--- config.mk ---
export PLATFORM = sky130hd
export DESIGN_NAME = display_timings
export DESIGN_NICKNAME = d
export VERILOG_FILES = /design/src/logic/gfx_pkg.sv /design/src/logic/display_timings.sv
export VERILOG_INCLUDE_DIRS = /design/src /design/src/logic
export SDC_FILE = /design/constraint.sdc
export NUM_CORES = 1
export LEC_CHECK = 0
export BUFFER_PORTS_ARGS = -buffer_cell sky130_fd_sc_hd__buf_2
export CAP_MARGIN = 30
export CORE_MARGIN = 5
export CORE_UTILIZATION = 47
export CTS_CLUSTER_SIZE = 8
export DETAILED_ROUTE_END_ITERATION = 8
export PLACE_DENSITY = 0.71
export SLEW_MARGIN = 30
export SYNTH_ARGS = -nofsm -noshare
export SYNTH_HDL_FRONTEND = slang
export SYNTH_SLANG_ARGS = --single-unit
export TNS_END_PERCENT = 20
--- constraint.sdc ---
create_clock -name clk_100m -period 2.55 [get_ports clk_100m]
set_input_delay 0.3825 -clock clk_100m [delete_from_list [all_inputs] [get_ports clk_100m]]
set_output_delay 0.3825 -clock clk_100m [all_outputs]
set_load 0.005 [all_outputs]
--- src/logic/gfx_defines.svh ---
// graphics demo constants
// framebuffer geometry, raster timing, scene layout and draw pacing
`ifndef GFX_DEFINES_SVH
`define GFX_DEFINES_SVH

`define GFX_CORDW         16    // signed coordinate width
`define GFX_CIDXW         4     // colour index width
`define GFX_CHANW         8     // colour channel width

`define GFX_FB_WIDTH      64
`define GFX_FB_HEIGHT     36

`define GFX_H_TOTAL       80    // pixels per line
`define GFX_H_SYNC_START  68
`define GFX_H_SYNC_END    71
`define GFX_V_TOTAL       45    // lines per frame
`define GFX_V_SYNC_START  38
`define GFX_V_SYNC_END    39

`define GFX_SHAPE_CNT     8     // nested circles
`define GFX_CX            32
`define GFX_CY            36
`define GFX_R0            28    // outermost radius
`define GFX_RSTEP         3

`define GFX_FRAME_WAIT    2     // frames before drawing starts
`define GFX_PIX_FRAME     300   // oe cycles granted per frame

`endif

--- src/logic/gfx_pkg.sv ---
// graphics demo types
// shared vector typedefs and the sequencer state encoding
`default_nettype none

`include "gfx_defines.svh"

package gfx_pkg;

    typedef logic signed [`GFX_CORDW-1:0] coord_t;  // screen coordinate
    typedef logic [`GFX_CIDXW-1:0] cidx_t;          // palette index
    typedef logic [`GFX_CHANW-1:0] chan_t;          // one colour channel
    typedef logic [11:0] fb_addr_t;                 // framebuffer word address
    typedef logic [3:0] shape_id_t;                 // which circle is drawn

    // top level drawing control
    typedef enum logic [1:0] {
        IDLE,   // waiting for the start frames
        INIT,   // load next circle
        DRAW,   // engine running
        DONE    // scene complete
    } seq_state_e;

endpackage

`default_nettype wire

--- src/logic/display_timings.sv ---
// display timing generator
// raster counters with sync, active area and frame/line pulses
`timescale 1ns/1ps
`default_nettype none

`include "gfx_defines.svh"

module display_timings (
    input  wire logic             clk_100m,
    input  wire logic             rst_n,
    output      gfx_pkg::coord_t  sx,     // horizontal position
    output      gfx_pkg::coord_t  sy,     // vertical position
    output      logic             hsync,
    output      logic             vsync,
    output      logic             de,     // active picture
    output      logic             frame,  // start of frame
    output      logic             line    // start of line
);

    always_ff @(posedge clk_100m) begin
        if (!rst_n) begin
            sx <= '0;
            sy <= '0;
        end else if (sx == `GFX_H_TOTAL - 1) begin
            sx <= '0;
            if (sy == `GFX_V_TOTAL - 1) begin
                sy <= '0;
            end else begin
                sy <= sy + 1'b1;
            end
        end else begin
            sx <= sx + 1'b1;
        end
    end

    // decode from the counters, active high syncs
    always_comb begin
        hsync = (sx >= `GFX_H_SYNC_START) && (sx < `GFX_H_SYNC_END);
        vsync = (sy >= `GFX_V_SYNC_START) && (sy < `GFX_V_SYNC_END);
        de    = (sx < `GFX_FB_WIDTH) && (sy < `GFX_FB_HEIGHT);  // unscaled picture
        frame = (sx == 0) && (sy == 0);
        line  = (sx == 0);
    end

endmodule

`default_nettype wire

==> impl_results.md <==
* CP Capture Type: primary output
* FP Rows at 22
* PwrDens at 460.3 nW/um2
* Synthesized netlist cell count at 220
* Distinct cells, synth at 40
* Initial Util at 0.4877
* Slew HR at 0.6634
* Total global-route track usage at 0.1800
* Worst setup SP type: register
* Final Skew at between 0.009 and 0.01 ns
* Final setup vio count at 0
* Worst path required time at roughly 2.2 ns
* Initial antenna violation count at 0
* Grt ovf at 0
* Root buf cell: clkbuf_8
* CTS tree: yes
* Share of post-route cells with drive strength above 1 at 0.2257
* Final worst slack at 0.1499 ns
* Synth area leader: dfxtp_1
* Worst slew pin tran at 0.5037 ns
* Initial drt markers at 153
* RSZ-0062 raised after global routing: false
* Pins Over Slew Limit at 0
* Critical Path, Cell by Cell: nor4_2, nand3_1, or3_1, nor4_1, buf_2
* FMAX at about 420 MHz
* Arr. time, crit path at 2.02 ns
* IO Count at 39
* Wire per inst at 14.87 um
* WHS at 0.5071 ns
* Vias in the first global route at approximately 1.5k
* First-pass GRT wire length at 7.527 mm
* H-tree Lvls at 2
* CTS buffer count at 5
* Max Cap Viol at 0
* Static Leak at around 0.9 nW
* Worst hold path class: in2reg
* Largest net degree at the start of global routing at 15
* DP HPWL at 3.181 mm
* Dpl ws at 0.4310 ns
* Hold_buf cts at 0
* Vias per cell at 5.810
* Run status: complete, no violations
* Final core occ at 0.5800
* First-pass DRT Iterations at 4
* Core area at 3661 um2
* Hold Vio Cnt, Final at 0
* DR vias at ~1.8k
* Diodes inserted at 0
* Most common cell after layout, fill and taps aside: buf_2
* Area of the mapped netlist at 1785 um2
* Postcts setup bufs at 0
* Number of routed nets with antenna violations at 0
* Nets at 264
* Setup_tns at 0 ns
* Max clock buf depth at 2
* Post-Route WL at 4.534 mm
* Sequential area share after synthesis at 0.3588
* Synth warn at 0
* RD Place Congestion at 0.8026
* Fill cell count at 370
* Multi-input logic area at 1069 um2
* Register area at 640.6 um2
* Top cells by area, synth: dfxtp_1 36%, nand3_1 4.8%, nand2_1 4.4%
* Fin crit share at 0.9412
* Commonest cells after routing, fill and taps aside: 38 x buf_2, 32 x dfxtp_1, 21 x nor2_1, 21 x nand2_1, 17 x nand3_1
* Clk_lat worst skew at 0.28 ns
* Crit-path slowest cell: dfxtp_1
* Number of synthesized register bits at 32
* Die Width at 71.64 um
* Num Clock Sinks at 32
* Crit-path max FO at 8
* Die ar. at 5132 um2
* CTS clk-pin slew, worst paths at 0.07 ns
* Min Tclk post-route at 2.400 ns
* VDD IR max at 397.8 uV
* Residual DRC count at 0
* Synthesized Nets at 227
* Synth top area share at 0.3588
* Syn_area_per_cell at 8.116 um2
* Delay of the slowest cell on the worst path at 0.38 ns
* Worst R2R Setup Slack at 0.50 ns
* Buffers on Ports at 38
* DIE HEIGHT at 71.64 um
* Worst Setup Path Type: reg2out
* Layout Area Growth over Synthesis at 18.92%
flip-flops by register name, indices dropped and copies added, names as in the netlist:
name and flops:
sy 16, sx 16
worst max-delay path: cells and delay by family (launching register included):
kind / cells / cell delay [ns]
flops: 1 / 0.38
buf+inv: 1 / 0.18
simple gates: 4 / 1.17
cell families after synthesis:
kind of cell / count (synthesis) / share of synthesized area
and+or+nand+nor: 113 / 0.3630
AOI/OAI and AO/OA: 36 / 0.1297
xor gates and xnor gates: 13 / 0.06377
buffers and inverters: 21 / 0.04976
DFF: 32 / 0.3588
adders and majority gates: 5 / 0.03504
final cells by class:
class	instances	share of cell area
multi-input cells	167	0.5032
flip-flops and latches	32	0.3017
repair buffers	43	0.1072
clock buffers	7	0.04537
well taps	48	0.02829
inverters	8	0.01414
through the flow:
stage	power [W]	cell area (um2)	cells
floorplan	0.0005521	1785	220
global placement	0.0005700	2014	298
detailed placement	0.0005707	2014	298
CTS	0.0009838	2111	305
global route	0.001021	2123	305
finish	0.0009774	2123	305
cells in the mapped netlist (all sizes together):
cell type and count:
and4bb 2, nor4bb 1, nand4b 1, nand2 22, and2 1, o22ai 5, nor2 21, or3 10
or4b 2, a41oi 2, buf 6, clkbuf 7, a311oi 4, and4 7, nand2b 3, and3b 1
o21ai 4, xor2 7, o211ai 1, inv 8, a31oi 1, o31a 1, nor3 4, a21oi 14
nand4 10, xnor2 6, dfxtp 32, o22a 1, ha 5, nand3 17, o32ai 3, nor4 6
and3 5
repair_timing:
action	4_1_cts	5_1_grt
resized for setup	0	2
setup endpoints to repair	0	1
endpoints found under the hold margin	0	0
final timing paths:
path | start | to | depth (start not counted)
max | sy[9] | frame | 5
min | rst_n | sy[11] | 3
max reg2reg | sx[0] | sy[7] | 5
min reg2reg | sx[0] | sx[0] | 1
metal layers:
| metal | vias to the layer above | track usage | share of wire | wire [um] |
|---|---|---|---|---|
| met5 | - | 0 | 0 | 0 |
| met4 | 0 | 0.04384 | 0.0079 | 36 |
| met3 | 4 | 0.04628 | 0.071 | 320 |
| met2 | 59 | 0.2704 | 0.45 | 2051 |
| met1 | 825 | 0.2571 | 0.47 | 2126 |
| li1 | 884 | - | - | - |
where the power goes:
part / internal [W] / switching (W)
sequential: 0.000505 / 0.0000103
combinational: 0.0000178 / 0.0000263
clock: 0.000240 / 0.000177
total: 0.000763 / 0.000214
No activity file was read; power rests on OpenSTA's default activity.
