## src/logic/gfx_defines.svh

```systemverilog
// graphics demo constants
// framebuffer geometry, raster timing, scene layout and draw pacing
`ifndef GFX_DEFINES_SVH
`define GFX_DEFINES_SVH

`define GFX_CORDW         16    // signed coordinate width
`define GFX_CIDXW         4     // colour index width
`define GFX_CHANW         8     // colour channel width

`define GFX_FB_WIDTH      64
`define GFX_FB_HEIGHT     36

`define GFX_H_TOTAL       80    // pixels per line
`define GFX_H_SYNC_START  68
`define GFX_H_SYNC_END    71
`define GFX_V_TOTAL       45    // lines per frame
`define GFX_V_SYNC_START  38
`define GFX_V_SYNC_END    39

`define GFX_SHAPE_CNT     8     // nested circles
`define GFX_CX            32
`define GFX_CY            36
`define GFX_R0            28    // outermost radius
`define GFX_RSTEP         3

`define GFX_FRAME_WAIT    2     // frames before drawing starts
`define GFX_PIX_FRAME     300   // oe cycles granted per frame

`endif

```

## src/logic/gfx_pkg.sv

```systemverilog
// graphics demo types
// shared vector typedefs and the sequencer state encoding
`default_nettype none

`include "gfx_defines.svh"

package gfx_pkg;

    typedef logic signed [`GFX_CORDW-1:0] coord_t;  // screen coordinate
    typedef logic [`GFX_CIDXW-1:0] cidx_t;          // palette index
    typedef logic [`GFX_CHANW-1:0] chan_t;          // one colour channel
    typedef logic [11:0] fb_addr_t;                 // framebuffer word address
    typedef logic [3:0] shape_id_t;                 // which circle is drawn

    // top level drawing control
    typedef enum logic [1:0] {
        IDLE,   // waiting for the start frames
        INIT,   // load next circle
        DRAW,   // engine running
        DONE    // scene complete
    } seq_state_e;

endpackage

`default_nettype wire

```

## src/logic/draw_port_if.sv

```systemverilog
// pixel write port
// carries draw coordinates and colour to the framebuffer, busy back
`timescale 1ns/1ps
`default_nettype none

interface draw_port_if;

    logic             we;    // write this cycle
    gfx_pkg::coord_t  x;
    gfx_pkg::coord_t  y;
    gfx_pkg::cidx_t   cidx;  // colour set by the sequencer
    logic             busy;  // memory port taken by clear or scan-out

    modport writer (
        output we,
        output x,
        output y
    );

    modport fb (
        input  we,
        input  x,
        input  y,
        input  cidx,
        output busy
    );

endinterface

`default_nettype wire

```

## src/logic/draw_circle_fill.sv

```systemverilog
// filled circle engine
// midpoint circle stepping, four horizontal spans per step, one pixel per oe cycle
`timescale 1ns/1ps
`default_nettype none

module draw_circle_fill (
    input  wire logic             clk_100m,
    input  wire logic             rst_n,
    input  wire logic             start,     // load centre and radius
    input  wire logic             oe,        // allowed to write this cycle
    input  wire gfx_pkg::coord_t  x0,
    input  wire gfx_pkg::coord_t  y0,
    input  wire gfx_pkg::coord_t  r0,
    draw_port_if.writer           draw_port,
    output      logic             drawing,
    output      logic             done
);

    typedef enum logic [1:0] {
        IDLE,
        FILL,   // sweeping a span
        STEP    // advance the midpoint decision
    } state_e;

    state_e state;

    gfx_pkg::coord_t xc, yc;       // latched centre
    gfx_pkg::coord_t xa, ya;       // current octant point
    gfx_pkg::coord_t dv;           // decision variable
    gfx_pkg::coord_t px, py;       // pixel being drawn
    gfx_pkg::coord_t px_end;       // right end of span
    logic [1:0]      span;         // which of the four spans
    gfx_pkg::coord_t nx, ny, nd;   // next step values

    // row of span s for octant point (a, b)
    function automatic gfx_pkg::coord_t span_row(input logic [1:0] s, input gfx_pkg::coord_t cy,
                                                 input gfx_pkg::coord_t a,
                                                 input gfx_pkg::coord_t b);
        case (s)
            2'd0:    return cy - b;
            2'd1:    return cy + b;
            2'd2:    return cy - a;
            default: return cy + a;
        endcase
    endfunction

    // half width of span s
    function automatic gfx_pkg::coord_t span_half(input logic [1:0] s, input gfx_pkg::coord_t a,
                                                  input gfx_pkg::coord_t b);
        return s[1] ? b : a;
    endfunction

    always_comb begin
        nx = xa + 1'b1;
        if (dv > 0) begin
            ny = ya - 1'b1;
            nd = gfx_pkg::coord_t'(dv + 4 * (nx - ny) + 10);
        end else begin
            ny = ya;
            nd = gfx_pkg::coord_t'(dv + 4 * nx + 6);
        end
    end

    always_ff @(posedge clk_100m) begin
        if (!rst_n) begin
            state <= IDLE;
            done  <= 1'b0;
        end else begin
            done <= 1'b0;
            case (state)
                IDLE: begin
                    if (start) begin
                        state <= FILL;
                    end
                end
                FILL: begin
                    if (oe && px == px_end && span == 2'd3) begin
                        state <= STEP;
                    end
                end
                STEP: begin
                    if (nx <= ny) begin
                        state <= FILL;
                    end else begin
                        state <= IDLE;
                        done  <= 1'b1;  // circle finished
                    end
                end
                default: state <= IDLE;
            endcase
        end
    end

    // step and span registers
    always_ff @(posedge clk_100m) begin
        if (state == IDLE && start) begin
            xc     <= x0;
            yc     <= y0;
            xa     <= '0;
            ya     <= r0;
            dv     <= gfx_pkg::coord_t'(3 - 2 * r0);
            span   <= 2'd0;
            px     <= x0;  // x = 0 so span 0 is a single pixel
            px_end <= x0;
            py     <= y0 - r0;
        end else if (state == FILL && oe) begin
            if (px == px_end) begin
                span   <= span + 1'b1;
                px     <= xc - span_half(span + 1'b1, xa, ya);
                px_end <= xc + span_half(span + 1'b1, xa, ya);
                py     <= span_row(span + 1'b1, yc, xa, ya);
            end else begin
                px <= px + 1'b1;
            end
        end else if (state == STEP) begin
            xa     <= nx;
            ya     <= ny;
            dv     <= nd;
            span   <= 2'd0;
            px     <= xc - span_half(2'd0, nx, ny);
            px_end <= xc + span_half(2'd0, nx, ny);
            py     <= span_row(2'd0, yc, nx, ny);
        end
    end

    assign draw_port.we = (state == FILL) && oe;
    assign draw_port.x  = px;
    assign draw_port.y  = py;
    assign drawing      = draw_port.we;

endmodule

`default_nettype wire

```

## src/flat_wrapper.sv

```systemverilog
// flat-port wrapper written by rule: the top's interface ports become plain ports
module draw_circle_fill_flat 
  (clk_100m, rst_n, start, oe, x0, y0, r0, drawing, done, draw_port_we, draw_port_x, draw_port_y);
  draw_port_if draw_port_i ();
  input  wire logic clk_100m;
  input  wire logic rst_n;
  input  wire logic start;
  input  wire logic oe;
  input  wire gfx_pkg::coord_t x0;
  input  wire gfx_pkg::coord_t y0;
  input  wire gfx_pkg::coord_t r0;
  output      logic drawing;
  output      logic done;
  output wire logic [$bits(draw_port_i.we)-1:0] draw_port_we;
  output wire logic [$bits(draw_port_i.x)-1:0] draw_port_x;
  output wire logic [$bits(draw_port_i.y)-1:0] draw_port_y;
  assign draw_port_we = draw_port_i.we;
  assign draw_port_x = draw_port_i.x;
  assign draw_port_y = draw_port_i.y;
  draw_circle_fill u_core (.clk_100m(clk_100m), .rst_n(rst_n), .start(start), .oe(oe), .x0(x0), .y0(y0), .r0(r0), .draw_port(draw_port_i), .drawing(drawing), .done(done));
endmodule
```

## config.mk

```make
export PLATFORM = sky130hd
export DESIGN_NAME = draw_circle_fill_flat
export DESIGN_NICKNAME = d
export VERILOG_FILES = /design/src/logic/gfx_pkg.sv /design/src/logic/draw_port_if.sv /design/src/logic/draw_circle_fill.sv /design/src/flat_wrapper.sv
export VERILOG_INCLUDE_DIRS = /design/src /design/src/logic
export SDC_FILE = /design/constraint.sdc
export NUM_CORES = 1
export LEC_CHECK = 0
export ABC_AREA = 0
export BUFFER_PORTS_ARGS = -buffer_cell sky130_fd_sc_hd__buf_2
export CAP_MARGIN = 20
export CELL_PAD_IN_SITES_DETAIL_PLACEMENT = 1
export CELL_PAD_IN_SITES_GLOBAL_PLACEMENT = 1
export CORE_AREA = 8 8 193 195
export CTS_CLUSTER_SIZE = 16
export DETAILED_ROUTE_END_ITERATION = 12
export DIE_AREA = 0 0 201 203
export PLACE_DENSITY = 0.71
export SYNTH_ARGS = -nofsm -noshare
export SYNTH_HDL_FRONTEND = slang
export SYNTH_SLANG_ARGS = --single-unit
```

## constraint.sdc

```tcl
create_clock -name clk_100m -period 4.3 [get_ports clk_100m]
set_input_delay 0.645 -clock clk_100m [delete_from_list [all_inputs] [get_ports clk_100m]]
set_output_delay 0.645 -clock clk_100m [all_outputs]
set_load 0.05 [all_outputs]
```

==> qor.txt <==
Total routed wirelength - 44500 um
CP Launch Type - flop
Type of the setup path with the least slack - flop to flop
Leakage power total - 6.84 nW
Number of buffers between clock root and the deepest sink - 2
First-pass GRT wire length - 70700 um
Top cell type's share of synthesized area - 0.248
Die outline area - 0.0408 mm2
Via count of the first global-routing pass - 13400
Count of H-tree levels built during CTS - 4
Endpoint class of the critical path - flop
Portion of the clock cycle consumed by the worst path in the final layout - 1.06
Residual overflow from global routing - 0
DRC violation total after the first TritonRoute iteration - 548
Result of the run - complete, but fails checks
Final hold violation count - 0
Routed Antenna Nets - 0
Die span in y - 203 um
Worst Slack Setup Final - -0.262 ns
Io pins - 87
Core area - 0.0341 mm2
Mapped Area - 0.0135 mm2
Maximum number of pins on one net before global-route repair - 79
Cell count after synthesis - 1575
Fillcell total - 4077
Distinct cell type count of the synthesized netlist - 66
Cells taking the most area after synthesis - edfxtp_1, ha_1, xnor2_1
Slew at the pin closest to its max-slew limit - 0.960 ns
Total Routing Usage GR - 0.216
Total number of nets in the final design - 1975
Cell taking the most area after synthesis - edfxtp_1
Most used flip-flop cell after synthesis - edfxtp_1
Quantity of I/O buffers inserted on ports - 86
Synth async-reset ratio - 0
Most instantiated library cell after synthesis - ha_1
Setup Skew - 0.0141 ns
Final weighted congestion in routability-driven placement - 0.867
Grt met2 use - 0.396
Chip Width - 201 um
Max Fanout on Critical Path - 3
Met1 GRT Util - 0.258
Final setup TNS - -0.326 ns
Number of CTS-inserted buffers - 17
Detailed placement HPWL - 35000 um
Warning count from the yosys run - 0
Top Usage Layer GRT - met2
Syn nets - 1802
RSZ-0062 raised after global routing - yes
Failing checks - negative setup slack
Total power after layout - 5.20 mW
Insertion delay to the later sink of the worst-skew pair - 0.46 ns
Post-synth EDFFs - 111
CTS Sinks - 132
Clock transition at the registers of the reported paths - 0.06 ns
Worst min path class - input pin to flop
Initial DRT Pass Iterations - 5
Synthesis-stage register bit count - 132
Via Count - 12300
Leading cell types by count after synthesis - ha_1, a21oi_1, nand2_1
Drt drc - 0
Area growth from synthesis to layout - 20.1%
Clk root buf - clkbuf_16
Met3 track utilization from global routing - 0.0363
Clock tree from TritonCTS - yes
Required time reported for the critical path endpoint - 4.48 ns
Worst-case vdd ir drop - 320 uV
Final setup violating endpoints - 2
Maximum operating frequency - 219 MHz
Portion of the post-synthesis area used by sequential elements - 0.279
Effective utilization at floorplan - 0.394
Ant. Diodes - 0
Max cap viols - 0
Via density - 5.55
Number of placement rows - 68
Avg Synthesized Cell Area - 8.54 um2
Initial antenna violation count - 0
Number of slew-limit violations in the final report - 0
Arrival time reported for the critical path endpoint - 4.74 ns
Wire length per cell - 20.1 um
Minimum clock period - 4.56 ns
Worst slew margin - 0.360
Power density over the cells - 321 mW/mm2
Share of layout cells above drive strength 1 - 0.178
timing repair:
action,in CTS,in global routing
gates resized for setup,20,41
setup buffers,4,6
hold buffers,0,0
pin swaps,9,28
endpoints found under the setup margin,4,11
flip-flops by register name, summed over array words and instances, names as in the netlist:
signal              count
u_core.draw_port.x     16
u_core.span             2
u_core.state            2
u_core.done             1
u_core.ya              16
u_core.draw_port.y     16
u_core.xa              16
u_core.px_end          16
u_core.yc              16
u_core.xc              16
u_core.dv              15
power breakdown:
group	switching [mW]	internal, mW	total [mW]
sequential	0.0845	1.54	1.63
clock	0.633	0.963	1.60
combinational	1.15	0.829	1.97
cell usage in the layout, fill, tap and decap left out, types with 5 or more instances in the layout:
cell / count
o21bai_1: 8
nand2_1: 125
a21o_1: 25
fa_1: 7
o21a_1: 17
nand3_1: 38
buf_2: 86
nand2_2: 5
xnor2_1: 111
o211ai_1: 18
o31a_1: 5
nor2b_1: 18
clkinv_2: 5
a21oi_1: 151
and2_1: 5
xor2_1: 77
nor2_1: 118
dfxtp_1: 19
edfxtp_1: 111
and3_1: 13
buf_4: 137
ha_2: 5
nand4_1: 12
nand2b_1: 21
ha_4: 6
inv_1: 72
or3_1: 18
a31oi_1: 9
o2111ai_1: 6
clkbuf_16: 17
o31ai_1: 6
nor4_1: 15
o21ai_0: 97
mux2i_1: 40
o21ai_1: 12
a211oi_1: 20
ha_1: 156
nor3_1: 42
logic make-up after synthesis:
group / Yosys count / synth area share
compound gates: 427 / 0.194
xor+xnor: 192 / 0.125
fa+ha+maj: 175 / 0.167
mux: 41 / 0.0305
buf+inv: 147 / 0.0420
simple gates: 461 / 0.162
flops: 132 / 0.279
metrics by stage:
step,setup slack (ns),instance area (um2),utilization,hold slack [ns],instances
finish,-0.262,16200,0.474,0.370,2215
global route,-0.444,16200,0.474,0.354,2215
CTS,-0.181,15900,0.467,0.349,2209
detailed placement,-0.353,15200,0.446,0.550,2174
global placement,-0.206,15200,0.446,0.521,2174
floorplan,-0.0624,13500,-,0.486,1575
per-layer routing:
| metal | vias up | wire (um) |
|---|---|---|
| li1 | 6076 | - |
| met1 | 6004 | 20000 |
| met2 | 173 | 22400 |
| met3 | 43 | 1330 |
| met4 | 0 | 738 |
| met5 | - | 0 |
worst paths after layout:
kind / slack (ns) / end / start / depth (start not counted)
setup reg to reg: -0.26 / u_core.dv[15] / u_core.ya[2] / 20
hold / removal: 0.37 / u_core.yc[0] / y0[0] / 1
hold reg to reg: 0.57 / u_core.xa[3] / u_core.xa[3] / 2
setup / recovery: -0.26 / u_core.dv[15] / u_core.ya[2] / 20
worst max-delay path, stage by stage, from the launching register on:
cell	delay, ns
edfxtp_1	0.39
or4_4	0.58
nor2_4	0.15
xnor2_2	0.14
ha_1	0.29
a21o_1	0.18
a31o_4	0.22
a21oi_4	0.16
o21ai_2	0.09
nand3_2	0.09
nand2_2	0.05
xnor2_1	0.12
ha_1	0.32
ha_4	0.24
and4_1	0.16
a21bo_2	0.23
o41ai_4	0.38
xnor2_2	0.16
xnor2_1	0.08
o211ai_1	0.17
o21ai_1	0.08
area by class of cell:
class                           instances  area, um2  share of cell area
Clock buffer                           17        425              0.0263
Clock inverter                         14        186              0.0115
Inverter                               73        275              0.0170
Multi-Input combinational cell       1296       9410               0.582
Sequential cell                       132       3760               0.233
Tap cell                              455        569              0.0352
Timing Repair Buffer                  228       1530              0.0948
Power figures use the tool's default switching activity.
